File: src/logic/pipe_pkg.sv
`default_nettype none

package pipe_pkg;

  //////////////////////////////////////////////////
  // Architectural sizes
  //////////////////////////////////////////////////

  localparam int unsigned NUM_READ_PORTS = 2;
  localparam int unsigned REG_ADDR_W     = 3;
  localparam int unsigned XLEN           = 16;

  typedef logic [REG_ADDR_W-1:0] reg_addr_t;
  typedef logic [XLEN-1:0]       word_t;

  // Opcodes 6 to 15 are unused and decode as NOP
  typedef enum logic [3:0] {
    OP_NOP  = 4'h0,
    OP_ADD  = 4'h1,
    OP_SUB  = 4'h2,
    OP_ADDI = 4'h3,
    OP_LD   = 4'h4,
    OP_ST   = 4'h5
  } opcode_e;

  // Low 3 bits of imm6 double as rs2
  typedef struct packed {
    opcode_e    opcode;
    reg_addr_t  rd;
    reg_addr_t  rs1;
    logic [5:0] imm6;
  } instr_t;

  typedef enum logic [1:0] {
    SEL_REGFILE = 2'b00,
    SEL_FW_EX   = 2'b01,
    SEL_FW_WB   = 2'b10
  } fw_sel_e;

  // Decoded control fields of the instruction in ID
  typedef struct packed {
    logic      rf_we;
    reg_addr_t rf_waddr;
    logic      lsu_en;
    logic      lsu_we;
    opcode_e   alu_op;
    logic      use_imm;
    word_t     imm;
  } dec_t;

  typedef struct packed {
    logic      instr_valid;
    logic      rf_we;
    reg_addr_t rf_waddr;
    logic      lsu_en;
    logic      lsu_we;
    opcode_e   alu_op;
    word_t     operand_a;
    word_t     operand_b;
    word_t     store_data;
  } id_ex_pipe_t;

  typedef struct packed {
    logic      instr_valid;
    logic      rf_we;
    reg_addr_t rf_waddr;
    logic      lsu_en;
    logic      lsu_we;
    word_t     result;
    word_t     store_data;
  } ex_wb_pipe_t;

  typedef struct packed {
    logic    load_stall;
    fw_sel_e operand_a_fw_sel;
    fw_sel_e operand_b_fw_sel;
  } ctrl_byp_t;

  typedef struct packed {
    logic      rf_we;
    reg_addr_t rd;
    word_t     data;
  } retire_t;

  // ALU of the EX stage, also the address adder for LD and ST
  function automatic word_t alu_exec(input id_ex_pipe_t p);
    case (p.alu_op)
      OP_SUB:  alu_exec = p.operand_a - p.operand_b;
      OP_NOP:  alu_exec = '0;
      default: alu_exec = p.operand_a + p.operand_b;
    endcase
  endfunction

endpackage

`default_nettype wire

File: src/logic/id_decoder.sv
`timescale 1ns/1ps
`default_nettype none

module id_decoder (
  input  wire                  clk,
  input  wire                  reset_i,
  input  logic                 instr_valid_i,
  input  pipe_pkg::instr_t     instr_i,
  input  logic                 hold_i,
  output logic [pipe_pkg::NUM_READ_PORTS-1:0] rf_re_o,
  output pipe_pkg::reg_addr_t  rf_raddr_o [pipe_pkg::NUM_READ_PORTS],
  output pipe_pkg::dec_t       dec_o,
  output logic                 id_valid_o
);

  pipe_pkg::instr_t instr_q;
  logic             valid_q;

  //////////////////////////////////////////////////
  // IF/ID register
  //////////////////////////////////////////////////

  // Held while the controller stalls ID or WB waits for grant
  always_ff @(posedge clk) begin
    if (reset_i) begin
      instr_q <= '0;
      valid_q <= 1'b0;
    end else if (!hold_i) begin
      instr_q <= instr_i;
      valid_q <= instr_valid_i;
    end
  end

  assign id_valid_o = valid_q;

  // Port 0 reads rs1, port 1 reads rs2
  assign rf_raddr_o[0] = instr_q.rs1;
  assign rf_raddr_o[1] = instr_q.imm6[pipe_pkg::REG_ADDR_W-1:0];

  //////////////////////////////////////////////////
  // Opcode decode
  //////////////////////////////////////////////////

  always_comb begin
    rf_re_o        = '0;
    dec_o          = '0;
    dec_o.rf_waddr = instr_q.rd;
    // Sign extended 6-bit immediate
    dec_o.imm      = {{(pipe_pkg::XLEN-6){instr_q.imm6[5]}}, instr_q.imm6};
    case (instr_q.opcode)
      pipe_pkg::OP_ADD, pipe_pkg::OP_SUB: begin
        rf_re_o      = 2'b11;
        dec_o.rf_we  = 1'b1;
        dec_o.alu_op = instr_q.opcode;
      end
      pipe_pkg::OP_ADDI: begin
        rf_re_o       = 2'b01;
        dec_o.rf_we   = 1'b1;
        dec_o.use_imm = 1'b1;
        dec_o.alu_op  = pipe_pkg::OP_ADDI;
      end
      pipe_pkg::OP_LD: begin
        rf_re_o       = 2'b01;
        dec_o.rf_we   = 1'b1;
        dec_o.lsu_en  = 1'b1;
        dec_o.use_imm = 1'b1;
        dec_o.alu_op  = pipe_pkg::OP_LD;
      end
      pipe_pkg::OP_ST: begin
        // Base in rs1, store data in rs2, no write-back
        rf_re_o       = 2'b11;
        dec_o.lsu_en  = 1'b1;
        dec_o.lsu_we  = 1'b1;
        dec_o.use_imm = 1'b1;
        dec_o.alu_op  = pipe_pkg::OP_ST;
      end
      default: begin
        // NOP and unused codes
        dec_o.alu_op = pipe_pkg::OP_NOP;
      end
    endcase
    // Result to r0 still retires but never reaches the bank
    if (instr_q.rd == '0) begin
      dec_o.rf_we = 1'b0;
    end
  end

endmodule

`default_nettype wire

File: src/logic/reg_file.sv
`timescale 1ns/1ps
`default_nettype none

module reg_file (
  input  wire                 clk,
  input  wire                 reset_i,
  input  pipe_pkg::reg_addr_t raddr_i [pipe_pkg::NUM_READ_PORTS],
  output pipe_pkg::word_t     rdata_o [pipe_pkg::NUM_READ_PORTS],
  input  logic                we_i,
  input  pipe_pkg::reg_addr_t waddr_i,
  input  pipe_pkg::word_t     wdata_i
);

  localparam int unsigned NUM_REGS = 2 ** pipe_pkg::REG_ADDR_W;

  pipe_pkg::word_t regs [NUM_REGS];

  // Write port, r0 never written
  always_ff @(posedge clk) begin
    if (reset_i) begin
      for (int i = 0; i < NUM_REGS; i++) begin
        regs[i] <= '0;
      end
    end else if (we_i && (waddr_i != '0)) begin
      regs[waddr_i] <= wdata_i;
    end
  end

  // Combinational read ports
  for (genvar p = 0; p < pipe_pkg::NUM_READ_PORTS; p++) begin : gen_read
    assign rdata_o[p] = (raddr_i[p] == '0) ? '0 : regs[raddr_i[p]];
  end

  // Decoder already drops write enable for rd == 0
  a_no_r0_write: assert property (
    @(posedge clk) disable iff (reset_i)
    we_i |-> (waddr_i != '0)
  );

endmodule

`default_nettype wire

File: src/logic/bypass_ctrl.sv
`timescale 1ns/1ps
`default_nettype none

module bypass_ctrl (
  input  logic [pipe_pkg::NUM_READ_PORTS-1:0] rf_re_id_i,
  input  pipe_pkg::reg_addr_t  rf_raddr_id_i [pipe_pkg::NUM_READ_PORTS],
  input  logic                 id_valid_i,
  input  pipe_pkg::id_ex_pipe_t id_ex_pipe_i,
  input  pipe_pkg::ex_wb_pipe_t ex_wb_pipe_i,
  input  logic                 wb_ready_i,
  output pipe_pkg::ctrl_byp_t  ctrl_byp_o
);

  // Qualified writers in EX and WB
  logic rf_we_ex;
  logic rf_we_wb;
  logic load_ex;
  logic load_wb;

  // Per read port address hits qualified with the writer
  logic [pipe_pkg::NUM_READ_PORTS-1:0] rd_ex_match;
  logic [pipe_pkg::NUM_READ_PORTS-1:0] rd_wb_match;

  assign rf_we_ex = id_ex_pipe_i.instr_valid && id_ex_pipe_i.rf_we;
  assign rf_we_wb = ex_wb_pipe_i.instr_valid && ex_wb_pipe_i.rf_we;

  // Loads are the only LSU ops that write the bank
  assign load_ex = rf_we_ex && id_ex_pipe_i.lsu_en;
  assign load_wb = rf_we_wb && ex_wb_pipe_i.lsu_en;

  //////////////////////////////////////////////////
  // Address compare with r0 excluded
  //////////////////////////////////////////////////

  for (genvar i = 0; i < pipe_pkg::NUM_READ_PORTS; i++) begin : gen_match
    logic rd_active;
    // Port is a real read of a nonzero register
    assign rd_active = id_valid_i && rf_re_id_i[i] && |rf_raddr_id_i[i];

    assign rd_ex_match[i] = rd_active && rf_we_ex &&
                            (rf_raddr_id_i[i] == id_ex_pipe_i.rf_waddr);
    assign rd_wb_match[i] = rd_active && rf_we_wb &&
                            (rf_raddr_id_i[i] == ex_wb_pipe_i.rf_waddr);
  end

  //////////////////////////////////////////////////
  // Load-use stall
  //////////////////////////////////////////////////

  // Load in EX has no data yet
  // Load in WB has none until grant
  assign ctrl_byp_o.load_stall = (load_ex && |rd_ex_match) ||
                                 (load_wb && !wb_ready_i && |rd_wb_match);

  //////////////////////////////////////////////////
  // Forward select with EX over WB
  //////////////////////////////////////////////////

  always_comb begin
    ctrl_byp_o.operand_a_fw_sel = pipe_pkg::SEL_REGFILE;
    ctrl_byp_o.operand_b_fw_sel = pipe_pkg::SEL_REGFILE;

    // Older producer first
    if (rd_wb_match[0]) begin
      ctrl_byp_o.operand_a_fw_sel = pipe_pkg::SEL_FW_WB;
    end
    if (rd_wb_match[1]) begin
      ctrl_byp_o.operand_b_fw_sel = pipe_pkg::SEL_FW_WB;
    end

    // Younger producer wins and is never taken for a load without a stall
    if (rd_ex_match[0]) begin
      ctrl_byp_o.operand_a_fw_sel = pipe_pkg::SEL_FW_EX;
    end
    if (rd_ex_match[1]) begin
      ctrl_byp_o.operand_b_fw_sel = pipe_pkg::SEL_FW_EX;
    end
  end

endmodule

`default_nettype wire

File: src/logic/ex_stage.sv
`timescale 1ns/1ps
`default_nettype none

module ex_stage (
  input  wire                   clk,
  input  wire                   reset_i,
  input  pipe_pkg::ctrl_byp_t   ctrl_byp_i,
  input  logic                  id_valid_i,
  input  pipe_pkg::dec_t        dec_i,
  input  pipe_pkg::word_t       rf_rdata_i [pipe_pkg::NUM_READ_PORTS],
  input  pipe_pkg::word_t       wb_fw_data_i,
  input  logic                  hold_i,
  output pipe_pkg::id_ex_pipe_t id_ex_pipe_o
);

  pipe_pkg::id_ex_pipe_t id_ex_q;
  pipe_pkg::id_ex_pipe_t id_ex_d;

  pipe_pkg::word_t ex_fw_data;
  pipe_pkg::word_t fw_a;
  pipe_pkg::word_t fw_b;

  // Operand source select
  function automatic pipe_pkg::word_t fw_mux(
    input pipe_pkg::fw_sel_e sel,
    input pipe_pkg::word_t   rf_val,
    input pipe_pkg::word_t   ex_val,
    input pipe_pkg::word_t   wb_val
  );
    case (sel)
      pipe_pkg::SEL_FW_EX: fw_mux = ex_val;
      pipe_pkg::SEL_FW_WB: fw_mux = wb_val;
      default:             fw_mux = rf_val;
    endcase
  endfunction

  //////////////////////////////////////////////////
  // Forwarding and next ID/EX
  //////////////////////////////////////////////////

  // ALU result of the instruction now in EX
  assign ex_fw_data = pipe_pkg::alu_exec(id_ex_q);

  assign fw_a = fw_mux(ctrl_byp_i.operand_a_fw_sel, rf_rdata_i[0], ex_fw_data, wb_fw_data_i);
  assign fw_b = fw_mux(ctrl_byp_i.operand_b_fw_sel, rf_rdata_i[1], ex_fw_data, wb_fw_data_i);

  always_comb begin
    // Load stall turns the slot into a bubble
    id_ex_d.instr_valid = id_valid_i && !ctrl_byp_i.load_stall;
    id_ex_d.rf_we       = dec_i.rf_we;
    id_ex_d.rf_waddr    = dec_i.rf_waddr;
    id_ex_d.lsu_en      = dec_i.lsu_en;
    id_ex_d.lsu_we      = dec_i.lsu_we;
    id_ex_d.alu_op      = dec_i.alu_op;
    id_ex_d.operand_a   = fw_a;
    id_ex_d.operand_b   = dec_i.use_imm ? dec_i.imm : fw_b;
    id_ex_d.store_data  = fw_b;
  end

  // Held as a whole while WB waits
  always_ff @(posedge clk) begin
    if (reset_i) begin
      id_ex_q <= '0;
    end else if (!hold_i) begin
      id_ex_q <= id_ex_d;
    end
  end

  assign id_ex_pipe_o = id_ex_q;

endmodule

`default_nettype wire

File: src/logic/wb_stage.sv
`timescale 1ns/1ps
`default_nettype none

module wb_stage #(
  parameter int unsigned DMEM_DEPTH = 16
) (
  input  wire                   clk,
  input  wire                   reset_i,
  input  pipe_pkg::id_ex_pipe_t id_ex_pipe_i,
  input  logic                  dmem_gnt_i,
  output pipe_pkg::ex_wb_pipe_t ex_wb_pipe_o,
  output logic                  wb_ready_o,
  output logic                  rf_we_o,
  output pipe_pkg::reg_addr_t   rf_waddr_o,
  output pipe_pkg::word_t       rf_wdata_o,
  output pipe_pkg::word_t       wb_fw_data_o,
  output logic                  retire_valid_o,
  output pipe_pkg::retire_t     retire_o
);

  localparam int unsigned DMEM_AW = $clog2(DMEM_DEPTH);

  pipe_pkg::ex_wb_pipe_t ex_wb_q;
  pipe_pkg::word_t       dmem [DMEM_DEPTH];

  logic               mem_access;
  logic [DMEM_AW-1:0] mem_addr;
  pipe_pkg::word_t    wdata;

  //////////////////////////////////////////////////
  // EX/WB register
  //////////////////////////////////////////////////

  // Instruction stays put until its access is granted
  always_ff @(posedge clk) begin
    if (reset_i) begin
      ex_wb_q <= '0;
    end else if (wb_ready_o) begin
      ex_wb_q.instr_valid <= id_ex_pipe_i.instr_valid;
      ex_wb_q.rf_we       <= id_ex_pipe_i.rf_we;
      ex_wb_q.rf_waddr    <= id_ex_pipe_i.rf_waddr;
      ex_wb_q.lsu_en      <= id_ex_pipe_i.lsu_en;
      ex_wb_q.lsu_we      <= id_ex_pipe_i.lsu_we;
      ex_wb_q.result      <= pipe_pkg::alu_exec(id_ex_pipe_i);
      ex_wb_q.store_data  <= id_ex_pipe_i.store_data;
    end
  end

  assign ex_wb_pipe_o = ex_wb_q;

  // Data memory address wraps modulo depth
  assign mem_access = ex_wb_q.instr_valid && ex_wb_q.lsu_en;
  assign mem_addr   = ex_wb_q.result[DMEM_AW-1:0];
  assign wb_ready_o = !(mem_access && !dmem_gnt_i);

  always_ff @(posedge clk) begin
    if (reset_i) begin
      for (int i = 0; i < DMEM_DEPTH; i++) begin
        dmem[i] <= '0;
      end
    end else if (mem_access && ex_wb_q.lsu_we && dmem_gnt_i) begin
      dmem[mem_addr] <= ex_wb_q.store_data;
    end
  end

  // Load data for LD and the ALU result or store address otherwise
  assign wdata = (ex_wb_q.lsu_en && !ex_wb_q.lsu_we) ? dmem[mem_addr] : ex_wb_q.result;

  //////////////////////////////////////////////////
  // Write-back and retire
  //////////////////////////////////////////////////

  assign rf_we_o      = ex_wb_q.instr_valid && ex_wb_q.rf_we && wb_ready_o;
  assign rf_waddr_o   = ex_wb_q.rf_waddr;
  assign rf_wdata_o   = wdata;
  assign wb_fw_data_o = wdata;

  assign retire_valid_o = ex_wb_q.instr_valid && wb_ready_o;
  assign retire_o.rf_we = ex_wb_q.rf_we;
  assign retire_o.rd    = ex_wb_q.rf_waddr;
  assign retire_o.data  = wdata;

  // A waiting access freezes the instruction queued in EX
  a_wait_holds: assert property (
    @(posedge clk) disable iff (reset_i)
    !wb_ready_o |=> $stable(id_ex_pipe_i)
  );

endmodule

`default_nettype wire

File: src/logic/pipe_top.sv
`timescale 1ns/1ps
`default_nettype none

module pipe_top #(
  parameter int unsigned DMEM_DEPTH = 16
) (
  input  wire               clk,
  input  wire               reset_i,
  input  logic              instr_valid_i,
  input  pipe_pkg::instr_t  instr_i,
  output logic              instr_ready_o,
  input  logic              dmem_gnt_i,
  output logic              retire_valid_o,
  output pipe_pkg::retire_t retire_o
);

  // ID outputs
  logic [pipe_pkg::NUM_READ_PORTS-1:0] rf_re;
  pipe_pkg::reg_addr_t rf_raddr [pipe_pkg::NUM_READ_PORTS];
  pipe_pkg::dec_t      dec;
  logic                id_valid;

  // Register bank
  pipe_pkg::word_t     rf_rdata [pipe_pkg::NUM_READ_PORTS];
  logic                rf_we;
  pipe_pkg::reg_addr_t rf_waddr;
  pipe_pkg::word_t     rf_wdata;

  // Pipeline and control
  pipe_pkg::id_ex_pipe_t id_ex_pipe;
  pipe_pkg::ex_wb_pipe_t ex_wb_pipe;
  pipe_pkg::ctrl_byp_t   ctrl_byp;
  pipe_pkg::word_t       wb_fw_data;
  logic                  wb_ready;
  logic                  id_hold;

  //////////////////////////////////////////////////
  // Stall distribution
  //////////////////////////////////////////////////

  // ID holds on load-use or grant wait, EX only on grant wait
  assign id_hold       = ctrl_byp.load_stall || !wb_ready;
  assign instr_ready_o = !id_hold;

  id_decoder u_id_decoder (
    .clk           (clk),
    .reset_i       (reset_i),
    .instr_valid_i (instr_valid_i),
    .instr_i       (instr_i),
    .hold_i        (id_hold),
    .rf_re_o       (rf_re),
    .rf_raddr_o    (rf_raddr),
    .dec_o         (dec),
    .id_valid_o    (id_valid)
  );

  reg_file u_reg_file (
    .clk     (clk),
    .reset_i (reset_i),
    .raddr_i (rf_raddr),
    .rdata_o (rf_rdata),
    .we_i    (rf_we),
    .waddr_i (rf_waddr),
    .wdata_i (rf_wdata)
  );

  bypass_ctrl u_bypass_ctrl (
    .rf_re_id_i    (rf_re),
    .rf_raddr_id_i (rf_raddr),
    .id_valid_i    (id_valid),
    .id_ex_pipe_i  (id_ex_pipe),
    .ex_wb_pipe_i  (ex_wb_pipe),
    .wb_ready_i    (wb_ready),
    .ctrl_byp_o    (ctrl_byp)
  );

  ex_stage u_ex_stage (
    .clk          (clk),
    .reset_i      (reset_i),
    .ctrl_byp_i   (ctrl_byp),
    .id_valid_i   (id_valid),
    .dec_i        (dec),
    .rf_rdata_i   (rf_rdata),
    .wb_fw_data_i (wb_fw_data),
    .hold_i       (!wb_ready),
    .id_ex_pipe_o (id_ex_pipe)
  );

  wb_stage #(
    .DMEM_DEPTH (DMEM_DEPTH)
  ) u_wb_stage (
    .clk            (clk),
    .reset_i        (reset_i),
    .id_ex_pipe_i   (id_ex_pipe),
    .dmem_gnt_i     (dmem_gnt_i),
    .ex_wb_pipe_o   (ex_wb_pipe),
    .wb_ready_o     (wb_ready),
    .rf_we_o        (rf_we),
    .rf_waddr_o     (rf_waddr),
    .rf_wdata_o     (rf_wdata),
    .wb_fw_data_o   (wb_fw_data),
    .retire_valid_o (retire_valid_o),
    .retire_o       (retire_o)
  );

endmodule

`default_nettype wire

File: config.mk
export PLATFORM = sky130hd
export DESIGN_NAME = pipe_top
export DESIGN_NICKNAME = d
export VERILOG_FILES = /design/src/logic/pipe_pkg.sv /design/src/logic/id_decoder.sv /design/src/logic/reg_file.sv /design/src/logic/bypass_ctrl.sv /design/src/logic/ex_stage.sv /design/src/logic/wb_stage.sv /design/src/logic/pipe_top.sv
export SDC_FILE = /design/constraint.sdc
export NUM_CORES = 1
export LEC_CHECK = 0
export ABC_CLOCK_PERIOD_IN_PS = 9750
export BUFFER_PORTS_ARGS = -buffer_cell sky130_fd_sc_hd__buf_2
export CORE_MARGIN = 4
export CORE_UTILIZATION = 55
export DETAILED_ROUTE_END_ITERATION = 10
export GPL_TIMING_DRIVEN = 0
export PLACE_DENSITY = 0.71
export SKIP_LAST_GASP = 1
export SYNTH_ARGS = -nofsm -noshare
export SYNTH_HDL_FRONTEND = slang
export SYNTH_SLANG_ARGS = --single-unit
File: constraint.sdc
create_clock -name clk -period 9.75 [get_ports clk]
set_input_delay 1.4625 -clock clk [delete_from_list [all_inputs] [get_ports clk]]
set_output_delay 1.4625 -clock clk [all_outputs]
set_load 0.03 [all_outputs]
==> results by group <==
STA
  • Number of slew-limit violations in the final report: 0
  • Total Negative Setup Slacks: 0 ns
  • Setup violation total in the final timing report: 0
  • Max_slew headroom: 13.5%
  • Final critical-path setup slack: 4.48 ns
  • Actual slew at the worst max-slew pin: 1.29 ns
  • Maximum operating frequency: 0.190 GHz
  • Unrepaired setup endpoints after global routing: false
  • Post-route fraction of the period consumed by the critical path: 54.1%
  • Fin crit period: 5.27 ns
  • Max Clock Skew: 0.0154 ns
  • Final hold violation count: 0

Layout
  • Post-synthesis to final-layout area growth: 11.0%
  • Number of non-filler instances in the completed layout: 2,644
  • Diodes inserted: 0
  • Number of filler instances in the final layout: 3,415
  • Total number of nets in the final design: 2,058
  • Post-route cell area: 26,900 um2
  • Ratio of cells with drive above 1 in the final layout: 15.3%

CTS
  • Quantity of hold-fixing buffers added after cts: 0
  • Root Driver: sky130_fd_sc_hd__clkbuf_16
  • Number of buffers added for setup after CTS: 0
  • TritonCTS clock tree: built
  • Number of H-tree levels: 2
  • Number of buffers added by the clock tree synthesis step: 54
  • Number of sinks driven by the clock tree: 509
  • CTS resizes: 0
  • Clock insertion delay at the later pin of the skew report: 0.62 ns
  • Worst-case clock buffer depth: 3
  • Clock-pin transition on the worst setup and hold timing paths: 0.06 ns

Critical path
  • End of the critical path: retire_o[14]
  • Startpoint kind of the worst setup timing path: flip-flop
  • Slowest Stage Delay on Critical Path: 0.59 ns
  • Cell repeated most along the worst path: sky130_fd_sc_hd__buf_2
  • Crit path capture type: primary output
  • Largest fanout on the critical path: 10
  • Crit path cell chain: buf_6 -> buf_2 -> buf_2 -> mux4_2 -> mux2i_1 -> nand2_1 -> o211ai_1 -> inv_1 -> buf_2
  • Max stage delay cell, worst path: sky130_fd_sc_hd__o211ai_1
  • Worst Path Arrival: 3.81 ns
  • Critical path class: flip-flop to primary output
  • Crit Reg-Reg Startpoint: u_ex_stage.id_ex_pipe_o[18]$_SDFFE_PP0N_
  • Worst Path Buf+Inv: 5
  • Crit Reg-Reg Endpoint: u_ex_stage.id_ex_pipe_o[31]$_SDFFE_PP0N_
  • Required arrival time at the worst endpoint: 8.29 ns
  • Register-to-Register Path Depth: 12
  • Worst path top cell family by delay: buffers and inverters
  • FF-to-FF setup slack: 5.34 ns
  • Path length in cells of the critical path: 9

Floorplan
  • Starting density of the core: 56.0%
  • Floorplan row count: 76
  • Area of the core: 43,400 um2
  • # IOs: 42
  • Total die area: 47,500 um2
  • Die H: 218 um
  • Die W: 218 um

Run status
  • Outcome: finished, final reports clean

Placement
  • Number of cells after detailed placement: 2,550
  • Port-buffer cells: 40
  • Standard cell area after detailed placement: 25,300 um2
  • Dpl hpwl: 49,100 um
  • Worst Setup Slack post-DPL: 5.11 ns
  • Global placer's final weighted congestion: 0.950

Detailed routing
  • Final antenna-violating net count: 0
  • DRC violations left: 0
  • Detailed-route wire length: 69,200 um
  • Avg Vias per Cell: 6.18
  • Total vias in the final route: 16.3k
  • Wirelength per Cell: 26.2 um
  • Iter 0 DRT Violations: 1,667
  • Count of TritonRoute iterations in the first routing pass: 5

Global routing
  • Initial antenna violation count: 0
  • Gr ovfl total: 0
  • Maximum number of pins on one net before global-route repair: 17
  • Total track usage: 29.1%
  • Via count of the first global-routing pass: 16.2k
  • Wire length of the first global-routing pass: 103,000 um

Min path
  • Worst min-delay path category: flip-flop to flip-flop

Pwr
  • Worst supply voltage drop on vdd: 0.148 mV
  • Power per cell area: 188 nW/um2
  • Leakage power of the design: 9.74 nW
  • Post-route total power: 5.07 mW

Yosys
  • Post-synth EDFFs: 384
  • Syn. warnings: 0
  • Count of unique library cells instantiated by Yosys: 67
  • Synthesis-stage register bit count: 509
  • Share of async-settable or async-resettable flops after synthesis: 0%
  • Post-synth design cell area: 24,300 um2
  • Part of the Yosys area used for sequential elements: 57.8%
  • Dominant register cell in the synthesized netlist: sky130_fd_sc_hd__edfxtp_1
  • Avg Inst Size Synth: 12.7 um2
  • Cell count after synthesis: 1,909

Job
  • Max-capacitance violation count: 0
synth_stat cells (10+ instances only):
library cell               number  share of area (%)
sky130_fd_sc_hd__a211oi_1      29               0.90
sky130_fd_sc_hd__a21oi_1       70                1.4
sky130_fd_sc_hd__a22oi_1       10               0.31
sky130_fd_sc_hd__and2_1       263                6.8
sky130_fd_sc_hd__buf_2         20               0.41
sky130_fd_sc_hd__clkbuf_1     107                1.7
sky130_fd_sc_hd__dfxtp_1      125                 10
sky130_fd_sc_hd__edfxtp_1     384                 48
sky130_fd_sc_hd__ha_1          16               0.83
sky130_fd_sc_hd__inv_1         19               0.29
sky130_fd_sc_hd__mux2i_1       83                3.4
sky130_fd_sc_hd__mux4_2       126                 12
sky130_fd_sc_hd__nand2_1       95                1.5
sky130_fd_sc_hd__nand2b_1      19               0.49
sky130_fd_sc_hd__nand3_1       15               0.31
sky130_fd_sc_hd__nor2_1       233                3.6
sky130_fd_sc_hd__nor3_1        40               0.83
sky130_fd_sc_hd__o21ai_0       22               0.45
sky130_fd_sc_hd__o22ai_1       20               0.52
sky130_fd_sc_hd__or2_2         19               0.49
sky130_fd_sc_hd__or3_1         17               0.44
sky130_fd_sc_hd__xnor2_1       20               0.72
sky130_fd_sc_hd__xor2_1        19               0.69
flip-flops by register name, summed over array words and instances, names as in the netlist, named ones only:
register and count:
u_ex_stage.id_ex_pipe_o 59, u_id_decoder.dec_o 9, u_id_decoder.id_valid_o 1, u_id_decoder.instr_q 4
u_id_decoder.rf_raddr_o 3, u_reg_file.regs 128, u_wb_stage.dmem 256, u_wb_stage.ex_wb_pipe_o 36
u_wb_stage.rf_waddr_o 3
metrics by stage:
stage	util, %	hold WS, ns
3_5_place_dp	58.3	0.449
3_3_place_gp	58.2	0.450
4_1_cts	62.1	0.466
6_report	62.1	0.470
5_1_grt	62.1	0.495
2_1_floorplan	-	0.432
worst register-to-register path, stage by stage, from the launching register on:
cell                        delay [ns]
sky130_fd_sc_hd__dfxtp_1          0.35
sky130_fd_sc_hd__or4_1            0.59
sky130_fd_sc_hd__nor4_1           0.50
sky130_fd_sc_hd__nor2_1           0.11
sky130_fd_sc_hd__xnor2_1          0.16
sky130_fd_sc_hd__ha_1             0.32
sky130_fd_sc_hd__inv_1            0.09
sky130_fd_sc_hd__a2111oi_0        0.80
sky130_fd_sc_hd__o211ai_1         0.31
sky130_fd_sc_hd__o21ai_1          0.29
sky130_fd_sc_hd__xor2_1           0.48
sky130_fd_sc_hd__a211oi_1         0.19
sky130_fd_sc_hd__o21ai_1          0.16
where the power goes:
group          total (mW)  switching (mW)  internal (mW)  leakage [nW]
Sequential           2.47          0.0572           2.41          4.98
Clock                1.99           0.858           1.13         0.815
Combinational       0.610           0.394          0.217          3.95
Total                5.07            1.31           3.76          9.74
layout make-up:
cell class	count	area [um2]	share of cell area, %
buffer	142	596	2.21
clock inverter	19	195	0.725
inverter	28	105	0.390
clock buffer	75	1470	5.46
timing repair buffer	41	208	0.771
multi-input combinational	1245	9590	35.6
sequential	509	14000	52.1
tap	585	732	2.72
cell usage in the layout (no fill, tap or decap), types with 9 or more instances in the layout:
master and n:
sky130_fd_sc_hd__dfxtp_1 125, sky130_fd_sc_hd__clkbuf_1 124, sky130_fd_sc_hd__a21oi_1 70, sky130_fd_sc_hd__ha_1 16, sky130_fd_sc_hd__and2_1 263, sky130_fd_sc_hd__a22oi_1 10, sky130_fd_sc_hd__nand2_1 95, sky130_fd_sc_hd__nand2b_1 19
sky130_fd_sc_hd__nand3_1 15, sky130_fd_sc_hd__o21ai_0 22, sky130_fd_sc_hd__a21oi_2 9, sky130_fd_sc_hd__or2_2 19, sky130_fd_sc_hd__clkbuf_16 54, sky130_fd_sc_hd__xor2_1 19, sky130_fd_sc_hd__mux4_2 126, sky130_fd_sc_hd__nor2_1 233
sky130_fd_sc_hd__mux2i_1 83, sky130_fd_sc_hd__or3_1 17, sky130_fd_sc_hd__a211oi_1 29, sky130_fd_sc_hd__inv_1 19, sky130_fd_sc_hd__xnor2_1 20, sky130_fd_sc_hd__buf_2 60, sky130_fd_sc_hd__nor3_1 40, sky130_fd_sc_hd__a21o_1 9
sky130_fd_sc_hd__inv_2 9, sky130_fd_sc_hd__edfxtp_1 384, sky130_fd_sc_hd__conb_1 16, sky130_fd_sc_hd__o22ai_1 20
cells by family after synthesis:
logic type / count (synthesis) / synth area share, %
simple gates: 733 / 15.3
flops: 509 / 57.8
compound gates: 226 / 6.20
mux: 214 / 15.4
buf+inv: 170 / 2.89
xor+xnor: 39 / 1.41
fa+ha+maj: 17 / 0.908
other cells: 1 / 0.0155
routing by layer:
metal  up-vias  wire, um  track usage, %
li1       7207         -               -
met1      8141     27300            39.5
met2       806     33000            47.1
met3       173      5740            4.78
met4         0      3180            12.4
met5         -         0               0
how the worst min path moves through the flow:
| stage | start | endpoint | slack, ns | depth (start not counted) |
|---|---|---|---|---|
| after global placement | u_wb_stage.ex_wb_pipe_o[21]$_SDFFE_PP0N_ | u_wb_stage.ex_wb_pipe_o[21]$_SDFFE_PP0N_ | 0.45 | 2 |
| after floorplan | u_wb_stage.ex_wb_pipe_o[29]$_SDFFE_PP0N_ | u_wb_stage.ex_wb_pipe_o[29]$_SDFFE_PP0N_ | 0.43 | 2 |
| after CTS | u_wb_stage.ex_wb_pipe_o[29]$_SDFFE_PP0N_ | u_wb_stage.ex_wb_pipe_o[29]$_SDFFE_PP0N_ | 0.47 | 2 |
| final | u_wb_stage.ex_wb_pipe_o[29]$_SDFFE_PP0N_ | u_wb_stage.ex_wb_pipe_o[29]$_SDFFE_PP0N_ | 0.47 | 2 |
| after global routing | u_wb_stage.ex_wb_pipe_o[23]$_SDFFE_PP0N_ | u_wb_stage.ex_wb_pipe_o[23]$_SDFFE_PP0N_ | 0.49 | 2 |
| after detailed placement | u_wb_stage.ex_wb_pipe_o[29]$_SDFFE_PP0N_ | u_wb_stage.ex_wb_pipe_o[29]$_SDFFE_PP0N_ | 0.45 | 2 |
Note: power is estimated with default switching activity, not from simulation.
